$ cat config.mk
export PLATFORM = sky130hd
export DESIGN_NAME = autotest_top
export DESIGN_NICKNAME = d
export VERILOG_FILES = /design/src/common/autotest_pkg.sv /design/src/sd_host/sd_spi_host.sv /design/src/autotest/autotest_fsm.sv /design/src/logic/uut_clock_gen.sv /design/src/logic/result_buffer.sv /design/src/logic/uut_mac.sv /design/src/logic/autotest_top.sv
export SDC_FILE = /design/constraint.sdc
export NUM_CORES = 2
export LEC_CHECK = 0
export CORE_UTILIZATION = 35
export CTS_BUF_LIST = sky130_fd_sc_hd__clkbuf_16
export DETAILED_ROUTE_END_ITERATION = 6
export DONT_BUFFER_PORTS = 1
export PLACE_DENSITY = 0.53
export SETUP_SLACK_MARGIN = 0.5
export SKIP_CTS_REPAIR_TIMING = 1
export SYNTH_ARGS = -nofsm -noshare
export SYNTH_HDL_FRONTEND = slang
export SYNTH_HIERARCHICAL = 1
export SYNTH_SLANG_ARGS = --single-unit
export TNS_END_PERCENT = 20
$ cat constraint.sdc
create_clock -name clk -period 10.2 [get_ports clk]
set_input_delay 0.51 -clock clk [delete_from_list [all_inputs] [get_ports clk]]
set_output_delay 0.51 -clock clk [all_outputs]
set_load 0.005 [all_outputs]
$ cat src/common/autotest_pkg.sv
//////////////////////////////////////////////////////////////////////
// widths, SD host request and reply structs, UUT clock rates,
// status codes and the sequencer state encoding
//////////////////////////////////////////////////////////////////////
package autotest_pkg;

  localparam int data_w = 32;

  // fixed card layout
  localparam logic [31:0] hdr_block = 32'd0;
  localparam logic [31:0] vec_block = 32'd1;
  localparam logic [31:0] res_block = 32'd2;

  // three little-endian operands per vector
  localparam int vec_bytes = 12;

  typedef struct packed {
    logic        rd_block;
    logic        wr_block;
    logic        rd_byte;
    logic        wr_byte;
    logic [31:0] block_addr;
    logic [7:0]  wdata;
  } sd_cmd_t;

  typedef struct packed {
    logic       busy;
    logic       err;
    logic [7:0] rdata;
  } sd_rsp_t;

  typedef enum logic [1:0] {full, half, quarter} clk_sel_t;

  typedef enum logic [2:0] {
    none, read_cmd_fail, write_cmd_fail, write_rejected, count_too_large
  } status_t;

  typedef enum logic [3:0] {
    s_idle, s_hdr_cmd, s_hdr_data, s_vec_cmd, s_vec_data,
    s_uut_run, s_wr_cmd, s_wr_data, s_done
  } fsm_state_t;

endpackage

$ cat src/sd_host/sd_spi_host.sv
//////////////////////////////////////////////////////////////////////
// SD host in SPI mode, single-block CMD17 read and CMD24 write
// with byte-level data transfer
//////////////////////////////////////////////////////////////////////
`timescale 1ns/1ps

module sd_spi_host
  import autotest_pkg::*;
#(
  parameter int sclk_div = 2
) (
  input  logic    clk,
  input  logic    reset,
  input  sd_cmd_t cmd,
  output sd_rsp_t rsp,
  output logic    cs,
  output logic    sclk,
  output logic    mosi,
  input  logic    miso
);

  typedef enum logic [3:0] {
    h_idle, h_cmd, h_r1, h_token, h_wr_tok, h_ready, h_data, h_crc, h_dresp, h_wbusy, h_end
  } host_state_t;

  host_state_t state;
  logic [47:0] frame;
  logic [2:0]  cnt;
  logic [8:0]  byte_cnt;
  logic        is_write;
  logic [7:0]  wbyte;
  logic        pend;
  logic        xfer_go;
  logic [7:0]  tx_byte;
  logic [7:0]  tx_next;

  logic [7:0]  tx_sr;
  logic [7:0]  rx_sr;
  logic [3:0]  hcnt;
  logic [7:0]  div_cnt;
  logic        shifting;
  logic        phase_end;
  logic        byte_done;

  // 16 half periods of sclk_div cycles per byte, mode 0
  assign phase_end = shifting && (div_cnt == 8'(sclk_div - 1));
  assign byte_done = phase_end && (hcnt == 4'd15);
  assign sclk      = hcnt[0];
  assign mosi      = tx_sr[7];

  always_ff @(posedge clk) begin
    if (reset) begin
      shifting <= 1'b0;
      hcnt     <= '0;
      div_cnt  <= '0;
      tx_sr    <= 8'hff;
    end else if (xfer_go) begin
      shifting <= 1'b1;
      div_cnt  <= '0;
      tx_sr    <= tx_byte;
    end else if (shifting) begin
      if (phase_end) begin
        div_cnt <= '0;
        hcnt    <= hcnt + 4'd1;
        // sample before the rising edge, shift out on the falling one
        if (hcnt[0])
          tx_sr <= {tx_sr[6:0], 1'b1};
        else
          rx_sr <= {rx_sr[6:0], miso};
        if (byte_done)
          shifting <= 1'b0;
      end else begin
        div_cnt <= div_cnt + 8'd1;
      end
    end
  end

  always_comb begin
    case (state)
      h_cmd:    tx_next = frame[47:40];
      h_wr_tok: tx_next = 8'hfe;
      h_data:   tx_next = is_write ? wbyte : 8'hff;
      default:  tx_next = 8'hff;
    endcase
  end

  always_ff @(posedge clk) begin
    if (reset) begin
      state    <= h_idle;
      cs       <= 1'b1;
      rsp.busy <= 1'b0;
      rsp.err  <= 1'b0;
      pend     <= 1'b0;
      xfer_go  <= 1'b0;
    end else begin
      xfer_go <= 1'b0;
      // every state but idle and ready moves one byte at a time
      if (state != h_idle && state != h_ready && !pend) begin
        xfer_go <= 1'b1;
        pend    <= 1'b1;
        tx_byte <= tx_next;
      end
      if (byte_done)
        pend <= 1'b0;

      case (state)
        h_idle: begin
          if (cmd.rd_block || cmd.wr_block) begin
            rsp.busy <= 1'b1;
            rsp.err  <= 1'b0;
            cs       <= 1'b0;
            is_write <= cmd.wr_block;
            frame    <= {cmd.wr_block ? 8'h58 : 8'h51, cmd.block_addr, 8'hff};
            cnt      <= '0;
            byte_cnt <= '0;
            state    <= h_cmd;
          end
        end
        h_cmd: begin
          if (byte_done) begin
            frame <= {frame[39:0], 8'hff};
            cnt   <= cnt + 3'd1;
            if (cnt == 3'd5) begin
              cnt   <= '0;
              state <= h_r1;
            end
          end
        end
        h_r1: begin
          if (byte_done) begin
            cnt <= cnt + 3'd1;
            if (rx_sr != 8'hff) begin
              if (rx_sr != 8'h00) begin
                rsp.err <= 1'b1;
                state   <= h_end;
              end else begin
                state <= is_write ? h_wr_tok : h_token;
              end
            end else if (cnt == 3'd7) begin
              // no R1 within 8 bytes
              rsp.err <= 1'b1;
              state   <= h_end;
            end
          end
        end
        h_token: begin
          if (byte_done && rx_sr == 8'hfe) begin
            rsp.busy <= 1'b0;
            state    <= h_ready;
          end
        end
        h_wr_tok: begin
          if (byte_done) begin
            rsp.busy <= 1'b0;
            state    <= h_ready;
          end
        end
        h_ready: begin
          if ((cmd.rd_byte && !is_write) || (cmd.wr_byte && is_write)) begin
            rsp.busy <= 1'b1;
            wbyte    <= cmd.wdata;
            state    <= h_data;
          end
        end
        h_data: begin
          if (byte_done) begin
            if (!is_write)
              rsp.rdata <= rx_sr;
            byte_cnt <= byte_cnt + 9'd1;
            if (&byte_cnt) begin
              cnt   <= '0;
              state <= h_crc;
            end else begin
              rsp.busy <= 1'b0;
              state    <= h_ready;
            end
          end
        end
        h_crc: begin
          // two dummy CRC bytes in either direction
          if (byte_done) begin
            cnt <= cnt + 3'd1;
            if (cnt == 3'd1)
              state <= is_write ? h_dresp : h_end;
          end
        end
        h_dresp: begin
          if (byte_done) begin
            if (rx_sr[4:0] == 5'b00101) begin
              state <= h_wbusy;
            end else begin
              rsp.err <= 1'b1;
              state   <= h_end;
            end
          end
        end
        h_wbusy: begin
          if (byte_done && rx_sr != 8'h00)
            state <= h_end;
        end
        h_end: begin
          // one trailing byte with cs released
          cs <= 1'b1;
          if (byte_done) begin
            rsp.busy <= 1'b0;
            state    <= h_idle;
          end
        end
        default: state <= h_idle;
      endcase
    end
  end

endmodule

$ cat src/autotest/autotest_fsm.sv
//////////////////////////////////////////////////////////////////////
// run sequencer: header parse, vector streaming into the UUT,
// result collection and write-back to the card
//////////////////////////////////////////////////////////////////////
`timescale 1ns/1ps

module autotest_fsm
  import autotest_pkg::*;
#(
  parameter int  max_vectors = 40,
  localparam int aw          = $clog2(max_vectors)
) (
  input  logic              clk,
  input  logic              reset,
  input  logic              start,
  output sd_cmd_t           cmd,
  input  sd_rsp_t           rsp,
  output logic              uut_rst,
  input  logic              end_uut,
  input  logic              uut_ce,
  output clk_sel_t          clk_sel,
  output logic [data_w-1:0] op_a,
  output logic [data_w-1:0] op_b,
  output logic [data_w-1:0] op_c,
  input  logic [data_w-1:0] uut_result,
  output logic              buf_we,
  output logic [aw-1:0]     buf_addr,
  output logic [data_w-1:0] buf_wdata,
  input  logic [data_w-1:0] buf_rdata,
  input  logic [1:0]        sw_debug,
  output logic              done,
  output logic              err_flag,
  output logic [31:0]       debug
);

  fsm_state_t             state;
  status_t                status;
  logic [8:0]             byte_idx;
  logic [3:0]             vb;
  logic [7:0]             vec_idx;
  logic [7:0]             count;
  logic [8*vec_bytes-1:0] vec_sr;
  logic [data_w-1:0]      last_result;
  logic                   host_idle;
  logic                   last_byte;
  logic                   vec_full;
  logic                   writing;
  logic [7:0]             wr_val;

  // a pulse in flight counts as busy, the host raises busy a cycle later
  assign host_idle = !rsp.busy &&
                     !(cmd.rd_block || cmd.wr_block || cmd.rd_byte || cmd.wr_byte);
  assign last_byte = &byte_idx;
  assign vec_full  = (vb == 4'(vec_bytes - 1));
  assign writing   = (state == s_wr_cmd) || (state == s_wr_data);

  assign op_a = vec_sr[data_w-1:0];
  assign op_b = vec_sr[2*data_w-1:data_w];
  assign op_c = vec_sr[3*data_w-1:2*data_w];

  assign buf_we    = (state == s_uut_run) && end_uut && uut_ce;
  assign buf_wdata = uut_result;
  assign buf_addr  = writing ? aw'(byte_idx[8:2]) : aw'(vec_idx);

  // results go out little-endian, zero past the last vector
  assign wr_val = (byte_idx[8:2] < count) ? buf_rdata[8*byte_idx[1:0] +: 8] : 8'h00;

  always_comb begin
    case (sw_debug)
      2'd0:    debug = {25'd0, state, status};
      2'd1:    debug = {24'd0, vec_idx};
      2'd2:    debug = last_result;
      default: debug = {24'd0, count};
    endcase
  end

  always_ff @(posedge clk) begin
    if (reset) begin
      state        <= s_idle;
      status       <= none;
      cmd.rd_block <= 1'b0;
      cmd.wr_block <= 1'b0;
      cmd.rd_byte  <= 1'b0;
      cmd.wr_byte  <= 1'b0;
      uut_rst      <= 1'b1;
      done         <= 1'b0;
      err_flag     <= 1'b0;
      byte_idx     <= '0;
      vb           <= '0;
      vec_idx      <= '0;
      count        <= '0;
      clk_sel      <= full;
      last_result  <= '0;
    end else begin
      cmd.rd_block <= 1'b0;
      cmd.wr_block <= 1'b0;
      cmd.rd_byte  <= 1'b0;
      cmd.wr_byte  <= 1'b0;

      case (state)
        s_idle, s_done: begin
          if (start && host_idle) begin
            status         <= none;
            done           <= 1'b0;
            err_flag       <= 1'b0;
            byte_idx       <= '0;
            vb             <= '0;
            vec_idx        <= '0;
            cmd.rd_block   <= 1'b1;
            cmd.block_addr <= hdr_block;
            state          <= s_hdr_cmd;
          end
        end
        s_hdr_cmd, s_vec_cmd: begin
          if (host_idle) begin
            if (rsp.err) begin
              status   <= read_cmd_fail;
              done     <= 1'b1;
              err_flag <= 1'b1;
              state    <= s_done;
            end else begin
              cmd.rd_byte <= 1'b1;
              state       <= (state == s_hdr_cmd) ? s_hdr_data : s_vec_data;
            end
          end
        end
        s_hdr_data: begin
          if (host_idle) begin
            byte_idx <= byte_idx + 9'd1;
            if (byte_idx == 9'd0)
              count <= rsp.rdata;
            if (byte_idx == 9'd1)
              clk_sel <= clk_sel_t'(rsp.rdata[1:0]);
            if (!last_byte) begin
              cmd.rd_byte <= 1'b1;
            end else if (count > max_vectors) begin
              status   <= count_too_large;
              done     <= 1'b1;
              err_flag <= 1'b1;
              state    <= s_done;
            end else begin
              cmd.rd_block   <= 1'b1;
              cmd.block_addr <= vec_block;
              state          <= s_vec_cmd;
            end
          end
        end
        s_vec_data: begin
          if (host_idle) begin
            vec_sr   <= {rsp.rdata, vec_sr[8*vec_bytes-1:8]};
            byte_idx <= byte_idx + 9'd1;
            vb       <= vec_full ? 4'd0 : vb + 4'd1;
            if (vec_full && vec_idx < count) begin
              // operands settle in the same edge that releases the UUT
              uut_rst <= 1'b0;
              state   <= s_uut_run;
            end else if (last_byte) begin
              cmd.wr_block   <= 1'b1;
              cmd.block_addr <= res_block;
              state          <= s_wr_cmd;
            end else begin
              cmd.rd_byte <= 1'b1;
            end
          end
        end
        s_uut_run: begin
          if (end_uut && uut_ce) begin
            last_result <= uut_result;
            uut_rst     <= 1'b1;
            vec_idx     <= vec_idx + 8'd1;
            cmd.rd_byte <= 1'b1;
            state       <= s_vec_data;
          end
        end
        s_wr_cmd, s_wr_data: begin
          if (host_idle) begin
            if (rsp.err || (state == s_wr_data && byte_idx == 9'd0)) begin
              // all 512 bytes sent, or the card refused
              if (rsp.err)
                status <= (state == s_wr_cmd) ? write_cmd_fail : write_rejected;
              done     <= 1'b1;
              err_flag <= rsp.err;
              state    <= s_done;
            end else begin
              cmd.wr_byte <= 1'b1;
              cmd.wdata   <= wr_val;
              byte_idx    <= byte_idx + 9'd1;
              state       <= s_wr_data;
            end
          end
        end
        default: state <= s_idle;
      endcase
    end
  end

endmodule

$ cat src/logic/uut_clock_gen.sv
//////////////////////////////////////////////////////////////////////
// UUT clock enable at full, half or quarter rate
//////////////////////////////////////////////////////////////////////
`timescale 1ns/1ps

module uut_clock_gen
  import autotest_pkg::*;
(
  input  logic     clk,
  input  logic     reset,
  input  clk_sel_t clk_sel,
  output logic     uut_ce
);

  logic [1:0] div_cnt;

  always_ff @(posedge clk) begin
    if (reset)
      div_cnt <= '0;
    else
      div_cnt <= div_cnt + 2'd1;
  end

  // an unused select code runs at the slowest rate
  always_comb begin
    case (clk_sel)
      full:    uut_ce = 1'b1;
      half:    uut_ce = div_cnt[0];
      default: uut_ce = &div_cnt;
    endcase
  end

endmodule

$ cat src/logic/result_buffer.sv
//////////////////////////////////////////////////////////////////////
// single-port result RAM with registered read
//////////////////////////////////////////////////////////////////////
`timescale 1ns/1ps

module result_buffer
  import autotest_pkg::*;
#(
  parameter int  max_vectors = 40,
  localparam int aw          = $clog2(max_vectors)
) (
  input  logic              clk,
  input  logic              we,
  input  logic [aw-1:0]     addr,
  input  logic [data_w-1:0] wdata,
  output logic [data_w-1:0] rdata
);

  logic [data_w-1:0] mem [max_vectors];

  always_ff @(posedge clk) begin
    if (we)
      mem[addr] <= wdata;
    rdata <= mem[addr];
  end

endmodule

$ cat src/logic/uut_mac.sv
//////////////////////////////////////////////////////////////////////
// example UUT, staged a * b + c over four enabled cycles
//////////////////////////////////////////////////////////////////////
`timescale 1ns/1ps

module uut_mac
  import autotest_pkg::*;
(
  input  logic              clk,
  input  logic              uut_rst,
  input  logic              uut_ce,
  input  logic [data_w-1:0] op_a,
  input  logic [data_w-1:0] op_b,
  input  logic [data_w-1:0] op_c,
  output logic [data_w-1:0] result,
  output logic              end_uut
);

  localparam int hw = data_w / 2;

  logic [2:0]        step;
  logic [data_w-1:0] pp_lo;
  logic [hw-1:0]     pp_cross;

  // step 4 parks the pipeline until the next reset
  always_ff @(posedge clk) begin
    if (uut_rst)
      step <= '0;
    else if (uut_ce && step != 3'd4)
      step <= step + 3'd1;
  end

  always_ff @(posedge clk) begin
    if (uut_ce) begin
      case (step)
        3'd0: pp_lo <= op_a[hw-1:0] * op_b[hw-1:0];
        // only the low half of the cross terms reaches a 32-bit result
        3'd1: pp_cross <= op_a[hw-1:0] * op_b[data_w-1:hw] + op_a[data_w-1:hw] * op_b[hw-1:0];
        3'd2: result <= pp_lo + {pp_cross, {hw{1'b0}}} + op_c;
        default: ;
      endcase
    end
  end

  assign end_uut = uut_ce && (step == 3'd3);

endmodule

$ cat src/logic/autotest_top.sv
//////////////////////////////////////////////////////////////////////
// self-test harness top with SD host, sequencer, UUT clock enable,
// result buffer and the example multiply-add UUT
//////////////////////////////////////////////////////////////////////
`timescale 1ns/1ps

module autotest_top
  import autotest_pkg::*;
#(
  parameter int  max_vectors = 40,
  parameter int  sclk_div    = 2,
  localparam int aw          = $clog2(max_vectors)
) (
  input  logic        clk,
  input  logic        reset,
  input  logic        start,
  output logic        cs,
  output logic        sclk,
  output logic        mosi,
  input  logic        miso,
  input  logic [1:0]  sw_debug,
  output logic        done,
  output logic        err_flag,
  output logic [31:0] debug
);

  sd_cmd_t           sd_cmd;
  sd_rsp_t           sd_rsp;
  clk_sel_t          clk_sel;
  logic              uut_ce;
  logic              uut_rst;
  logic              end_uut;
  logic [data_w-1:0] op_a;
  logic [data_w-1:0] op_b;
  logic [data_w-1:0] op_c;
  logic [data_w-1:0] uut_result;
  logic              buf_we;
  logic [aw-1:0]     buf_addr;
  logic [data_w-1:0] buf_wdata;
  logic [data_w-1:0] buf_rdata;

  autotest_fsm #(
    .max_vectors(max_vectors)
  ) u_fsm (
    .clk       (clk),
    .reset     (reset),
    .start     (start),
    .cmd       (sd_cmd),
    .rsp       (sd_rsp),
    .uut_rst   (uut_rst),
    .end_uut   (end_uut),
    .uut_ce    (uut_ce),
    .clk_sel   (clk_sel),
    .op_a      (op_a),
    .op_b      (op_b),
    .op_c      (op_c),
    .uut_result(uut_result),
    .buf_we    (buf_we),
    .buf_addr  (buf_addr),
    .buf_wdata (buf_wdata),
    .buf_rdata (buf_rdata),
    .sw_debug  (sw_debug),
    .done      (done),
    .err_flag  (err_flag),
    .debug     (debug)
  );

  sd_spi_host #(
    .sclk_div(sclk_div)
  ) u_sd_host (
    .clk  (clk),
    .reset(reset),
    .cmd  (sd_cmd),
    .rsp  (sd_rsp),
    .cs   (cs),
    .sclk (sclk),
    .mosi (mosi),
    .miso (miso)
  );

  uut_clock_gen u_clock_gen (
    .clk    (clk),
    .reset  (reset),
    .clk_sel(clk_sel),
    .uut_ce (uut_ce)
  );

  result_buffer #(
    .max_vectors(max_vectors)
  ) u_result_buffer (
    .clk  (clk),
    .we   (buf_we),
    .addr (buf_addr),
    .wdata(buf_wdata),
    .rdata(buf_rdata)
  );

  uut_mac u_uut (
    .clk    (clk),
    .uut_rst(uut_rst),
    .uut_ce (uut_ce),
    .op_a   (op_a),
    .op_b   (op_b),
    .op_c   (op_c),
    .result (uut_result),
    .end_uut(end_uut)
  );

endmodule

==> insert_results.sql <==
INSERT INTO impl_metrics (metric_group, metric, value, unit) VALUES
('setup_path', 'critical-path-max-stage-delay', '1.11', 'ns'),
('layout', 'design.final.nets', '6697', ''),
('setup_path', 'cp_num_buf_inv', '4', ''),
('setup_path', 'critical_path.endpoint_type', 'flop', ''),
('clocking', 'clock_tree_from_tritoncts', 'built', ''),
('setup_path', 'critPathRequiredTime', '10.77', 'ns'),
('grt', 'gr-usage-met3', '2.39', '%'),
('sta', 'finClkSkew', '0.0747', 'ns'),
('drt', 'finalWirelength', '241000', 'µm'),
('yosys', 'synthCells', '6045', ''),
('grt', 'globalRouteMet1Util', '27.0', '%'),
('sta', 'setup_tns', '0', 'ns'),
('clocking', 'latest_clock_arrival_within_the_worst_skew_pair', '0.84', 'ns'),
('setup_path', 'worst-setup-path-type', 'reg -> reg', ''),
('yosys', 'synth-edff-count', '1551', ''),
('die', 'die_width', '492', 'µm'),
('die', 'core_region_area', '239000', 'µm²'),
('sta', 'timing.final.crit_share', '70.0', '%'),
('clocking', 'h-tree-depth', '4', ''),
('grt', 'globalRouteMet2Util', '33.1', '%'),
('yosys', 'synthArstFlopShare', '0', '%'),
('clocking', 'clkSlewWorstSetupHoldPaths', '0.06', 'ns'),
('placed_design', 'io_buffers', '0', ''),
('grt', 'grt_remaining_overflow', '0', ''),
('grt', 'antenna_found_initial', '7', ''),
('clocking', 'tritoncts_num_sinks', '1695', ''),
('yosys', 'area_fraction_of_the_dominant_cell_type_after_synthesis', '55.3', '%'),
('drt', 'post_drt_via_cell_ratio', '5.33', ''),
('die', 'die_h', '492', 'µm'),
('setup_path', 'worst-path-max-fanout', '28', ''),
('setup_path', 'critical_path.cell_chain', 'and2_1, fa_1, inv_1, fa_1, fa_1, inv_1, fa_1, fa_1, inv_1, fa_1, inv_1, ha_1, a21oi_1, o21ai_0, o41ai_2, a22oi_1, a211o_1, a21o_1, a21oi_1, xnor2_1', ''),
('drt', 'initialDrtViolationCount', '4388', ''),
('sta', 'unrepaired_setup_endpoints_after_global_routing', 'false', ''),
('drt', 'antenna_violating_nets_post_route', '0', ''),
('clocking', 'cts_inserted_buffers', '178', ''),
('run_status', 'run_status', 'finished clean', ''),
('grt', 'grt_pass1_vias', '50800', ''),
('job', 'maxCapViolations', '0', ''),
('yosys', 'netlist-cell-type-count', '101', ''),
('die', 'floorplan.die_area', '243000', 'µm²'),
('layout', 'fillCellCount', '22100', ''),
('sta', 'setup_violations', '0', ''),
('yosys', 'avg_synthesized_cell_area', '13.9', 'µm²'),
('setup_path', 'crit_arrival', '7.70', 'ns'),
('sta', 'period_needed', '7.14', 'ns'),
('drt', 'drc', '0', ''),
('yosys', 'synth.top_cells.by_area', 'edfxtp_1 (55%), fa_1 (9.4%), ha_1 (4.1%)', ''),
('layout', 'util_after_layout', '39.3', '%'),
('yosys', 'yosysSeqAreaShare', '58.7', '%'),
('clocking', 'clock_path_buffers', '3', ''),
('power_and_ir_drop', 'total_leakage_power', '33.2', 'nW'),
('sta', 'final_slew_viol_count', '0', ''),
('die', 'rows', '179', ''),
('setup_path', 'critical-path-slowest-cell', 'edfxtp_1', ''),
('setup_path', 'worstSetupStartpointType', 'flop', ''),
('power_and_ir_drop', 'report.power.total', '18.4', 'mW'),
('clocking', 'clock-root-buffer', 'clkbuf_16', ''),
('setup_path', 'critical_path.top_delay_family', 'adder cells', ''),
('placed_design', 'hpwlAfterDp', '151000', 'µm'),
('yosys', 'yosys_reg_bits', '1695', ''),
('die', 'io_pins', '43', ''),
('drt', 'total_vias_in_the_final_route', '49800', ''),
('grt', 'grt_max_degree', '102', ''),
('yosys', 'synth_area', '84200', 'µm²'),
('yosys', 'synth_flop_cell', 'edfxtp_1', ''),
('yosys', 'yosys.area.top_type', 'edfxtp_1', ''),
('layout', 'drive_gt1_share', '10.9', '%'),
('sta', 'slew_headroom', '17.8', '%'),
('sta', 'report.final.hold_viol_count', '0', ''),
('power_and_ir_drop', 'irDropWorstVdd', '0.000201', 'V'),
('layout', 'flow.area_growth_from_synthesis', '11.3', '%'),
('grt', 'globalRouteTotalUtil', '19.8', '%'),
('yosys', 'synth-warning-count', '6', ''),
('die', 'start_util', '35.3', '%'),
('drt', 'iteration_count_of_the_initial_detailed_routing_pass', '6', ''),
('setup_path', 'worst_path_most_repeated_cell', 'fa_1', ''),
('sta', 'max_freq', '140', 'MHz'),
('power_and_ir_drop', 'cellPowerDensity', '197', 'nW/µm²'),
('placed_design', 'final_replace_weighted_congestion', '0.822', ''),
('sta', 'worstMarginPinSlew', '1.23', 'ns'),
('drt', 'post_drt_wl_per_cell', '25.8', 'µm'),
('hold_path', 'holdCritPathClass', 'in -> reg', ''),
('grt', 'grt.busiest_layer', 'met2', ''),
('grt', 'grt_pass1_wl', '354000', 'µm');
## layout by cell type, fill, tap and decap left out, types with 14 or more instances in the layout
cell       netlist  routed
and3_1          24      24
xor2_1          53      53
o221ai_1        31      31
nand4_1         35      35
ha_1           274     274
a22oi_1        100     100
dfxtp_1        144     144
inv_1          460     505
nand2b_1        52      51
a221o_1         28      28
clkbuf_16        0     181
nor2_4           0      43
o22ai_1         49      49
o2bb2ai_1       29      29
o21ai_0        110     110
edfxtp_1      1551    1551
clkinv_2         0      30
nor2_1         224     179
o211ai_1        14      14
xnor2_1        104     104
buf_4           92     145
fa_1           394     394
mux2_2          78      78
a21oi_1        142     141
mux2i_1        203     203
nand3_1         50      50
nor3_1          34      32
bufinv_16        0      15
clkinv_1         1      33
a22o_1          27      27
a21o_1          35      35
conb_1           1      30
o22a_1          33      33
mux4_2          90      90
a221oi_1       137     137
and2_1         313     311
nand2_1        608     603
nor2b_1         23      16
## worst reg2reg max path, stage by stage (launching register included)
cell and delay (ns):
edfxtp_1 1.11, and2_1 0.29, fa_1 0.42, inv_1 0.08
fa_1 0.43, fa_1 0.53, inv_1 0.07, fa_1 0.50
fa_1 0.50, inv_1 0.05, fa_1 0.47, inv_1 0.04
ha_1 0.34, a21oi_1 0.15, o21ai_0 0.19, o41ai_2 0.62
a22oi_1 0.32, a211o_1 0.35, a21o_1 0.19, a21oi_1 0.17
xnor2_1 0.08
## state kept, by name, summed over array words and instances (netlist names), 9 cells and up
name                   count
u_fsm/cmd                 14
u_result_buffer/rdata     32
u_fsm/last_result         32
u_uut/result              32
u_sd_host/rsp             10
u_uut/pp_cross            16
u_result_buffer/mem     1280
u_sd_host/byte_cnt         9
u_fsm/byte_idx             9
u_fsm/vec_sr              96
u_uut/pp_lo               32
u_sd_host/frame           40
## worst paths after layout
kind	start	end	slack, ns	cells past startpoint
max	u_fsm/vec_sr[37]	u_uut/pp_lo[30]	3.06	20
min	reset	u_fsm/err_flag	0.04	2
max reg2reg	u_fsm/vec_sr[37]	u_uut/pp_lo[30]	3.06	20
min reg2reg	u_fsm/cmd[1]	u_sd_host/wbyte[1]	0.42	0
## cells in the mapped netlist, drive strengths merged (104+ instances only)
| library cell | instances |
|---|---|
| a21oi | 142 |
| nor2 | 224 |
| clkbuf | 191 |
| a221oi | 140 |
| mux2i | 203 |
| o21ai | 112 |
| ha | 274 |
| inv | 462 |
| xnor2 | 104 |
| buf | 191 |
| and2 | 319 |
| nand2 | 609 |
| dfxtp | 144 |
| edfxtp | 1551 |
| fa | 394 |
## power breakdown
part,switching [mW],internal [mW],leakage [nW],total (mW)
registers,0.258,7.84,15.2,8.10
clock network,2.83,3.63,3.03,6.46
logic,2.30,1.58,15.0,3.88
## per-stage QoR
stage	std cells	setup slack, ns	hold slack, ns	cell area [µm²]
global route	9338	2.74	0.0143	93700
floorplan	6074	2.01	0.400	84300
detailed placement	9007	3.11	0.407	87800
global placement	9007	3.17	0.420	87800
CTS	9334	3.09	-0.311	93700
finish	9338	3.06	0.0354	93700
## logic make-up (layout without fill, tap and decap cells)
| kind of cell | count (synthesis) | in the layout | share of synthesized area [%] |
|---|---|---|---|
| other | 1 | 31 | 0.00445 |
| muxes | 380 | 380 | 6.01 |
| and+or+nand+nor | 1447 | 1447 | 8.29 |
| DFF | 1695 | 1695 | 58.7 |
| AOI/OAI and AO/OA | 852 | 852 | 7.44 |
| xor gates and xnor gates | 157 | 157 | 1.63 |
| adders and majority gates | 668 | 668 | 13.4 |
| buffers and inverters | 845 | 941 | 4.45 |
## metal layers
layer  vias to the layer above  share of wire (%)
li1                      21800                  -
met1                     26100                 44
met2                      1559                 48
met3                       299                5.5
met4                         2                2.6
met5                         -             0.0050
## area by class of cell
type	instances	area, µm²	area share (%)
Antenna cell	1	2.50	0.00267
Clock buffer	181	4530	4.83
Clock inverter	146	1310	1.39
Inverter	463	1740	1.86
Multi-Input combinational cell	3534	31500	33.6
Sequential cell	1695	49500	52.8
Tap cell	3167	3960	4.23
Timing Repair Buffer	151	1200	1.28
No activity file was read; power rests on OpenSTA's default activity.
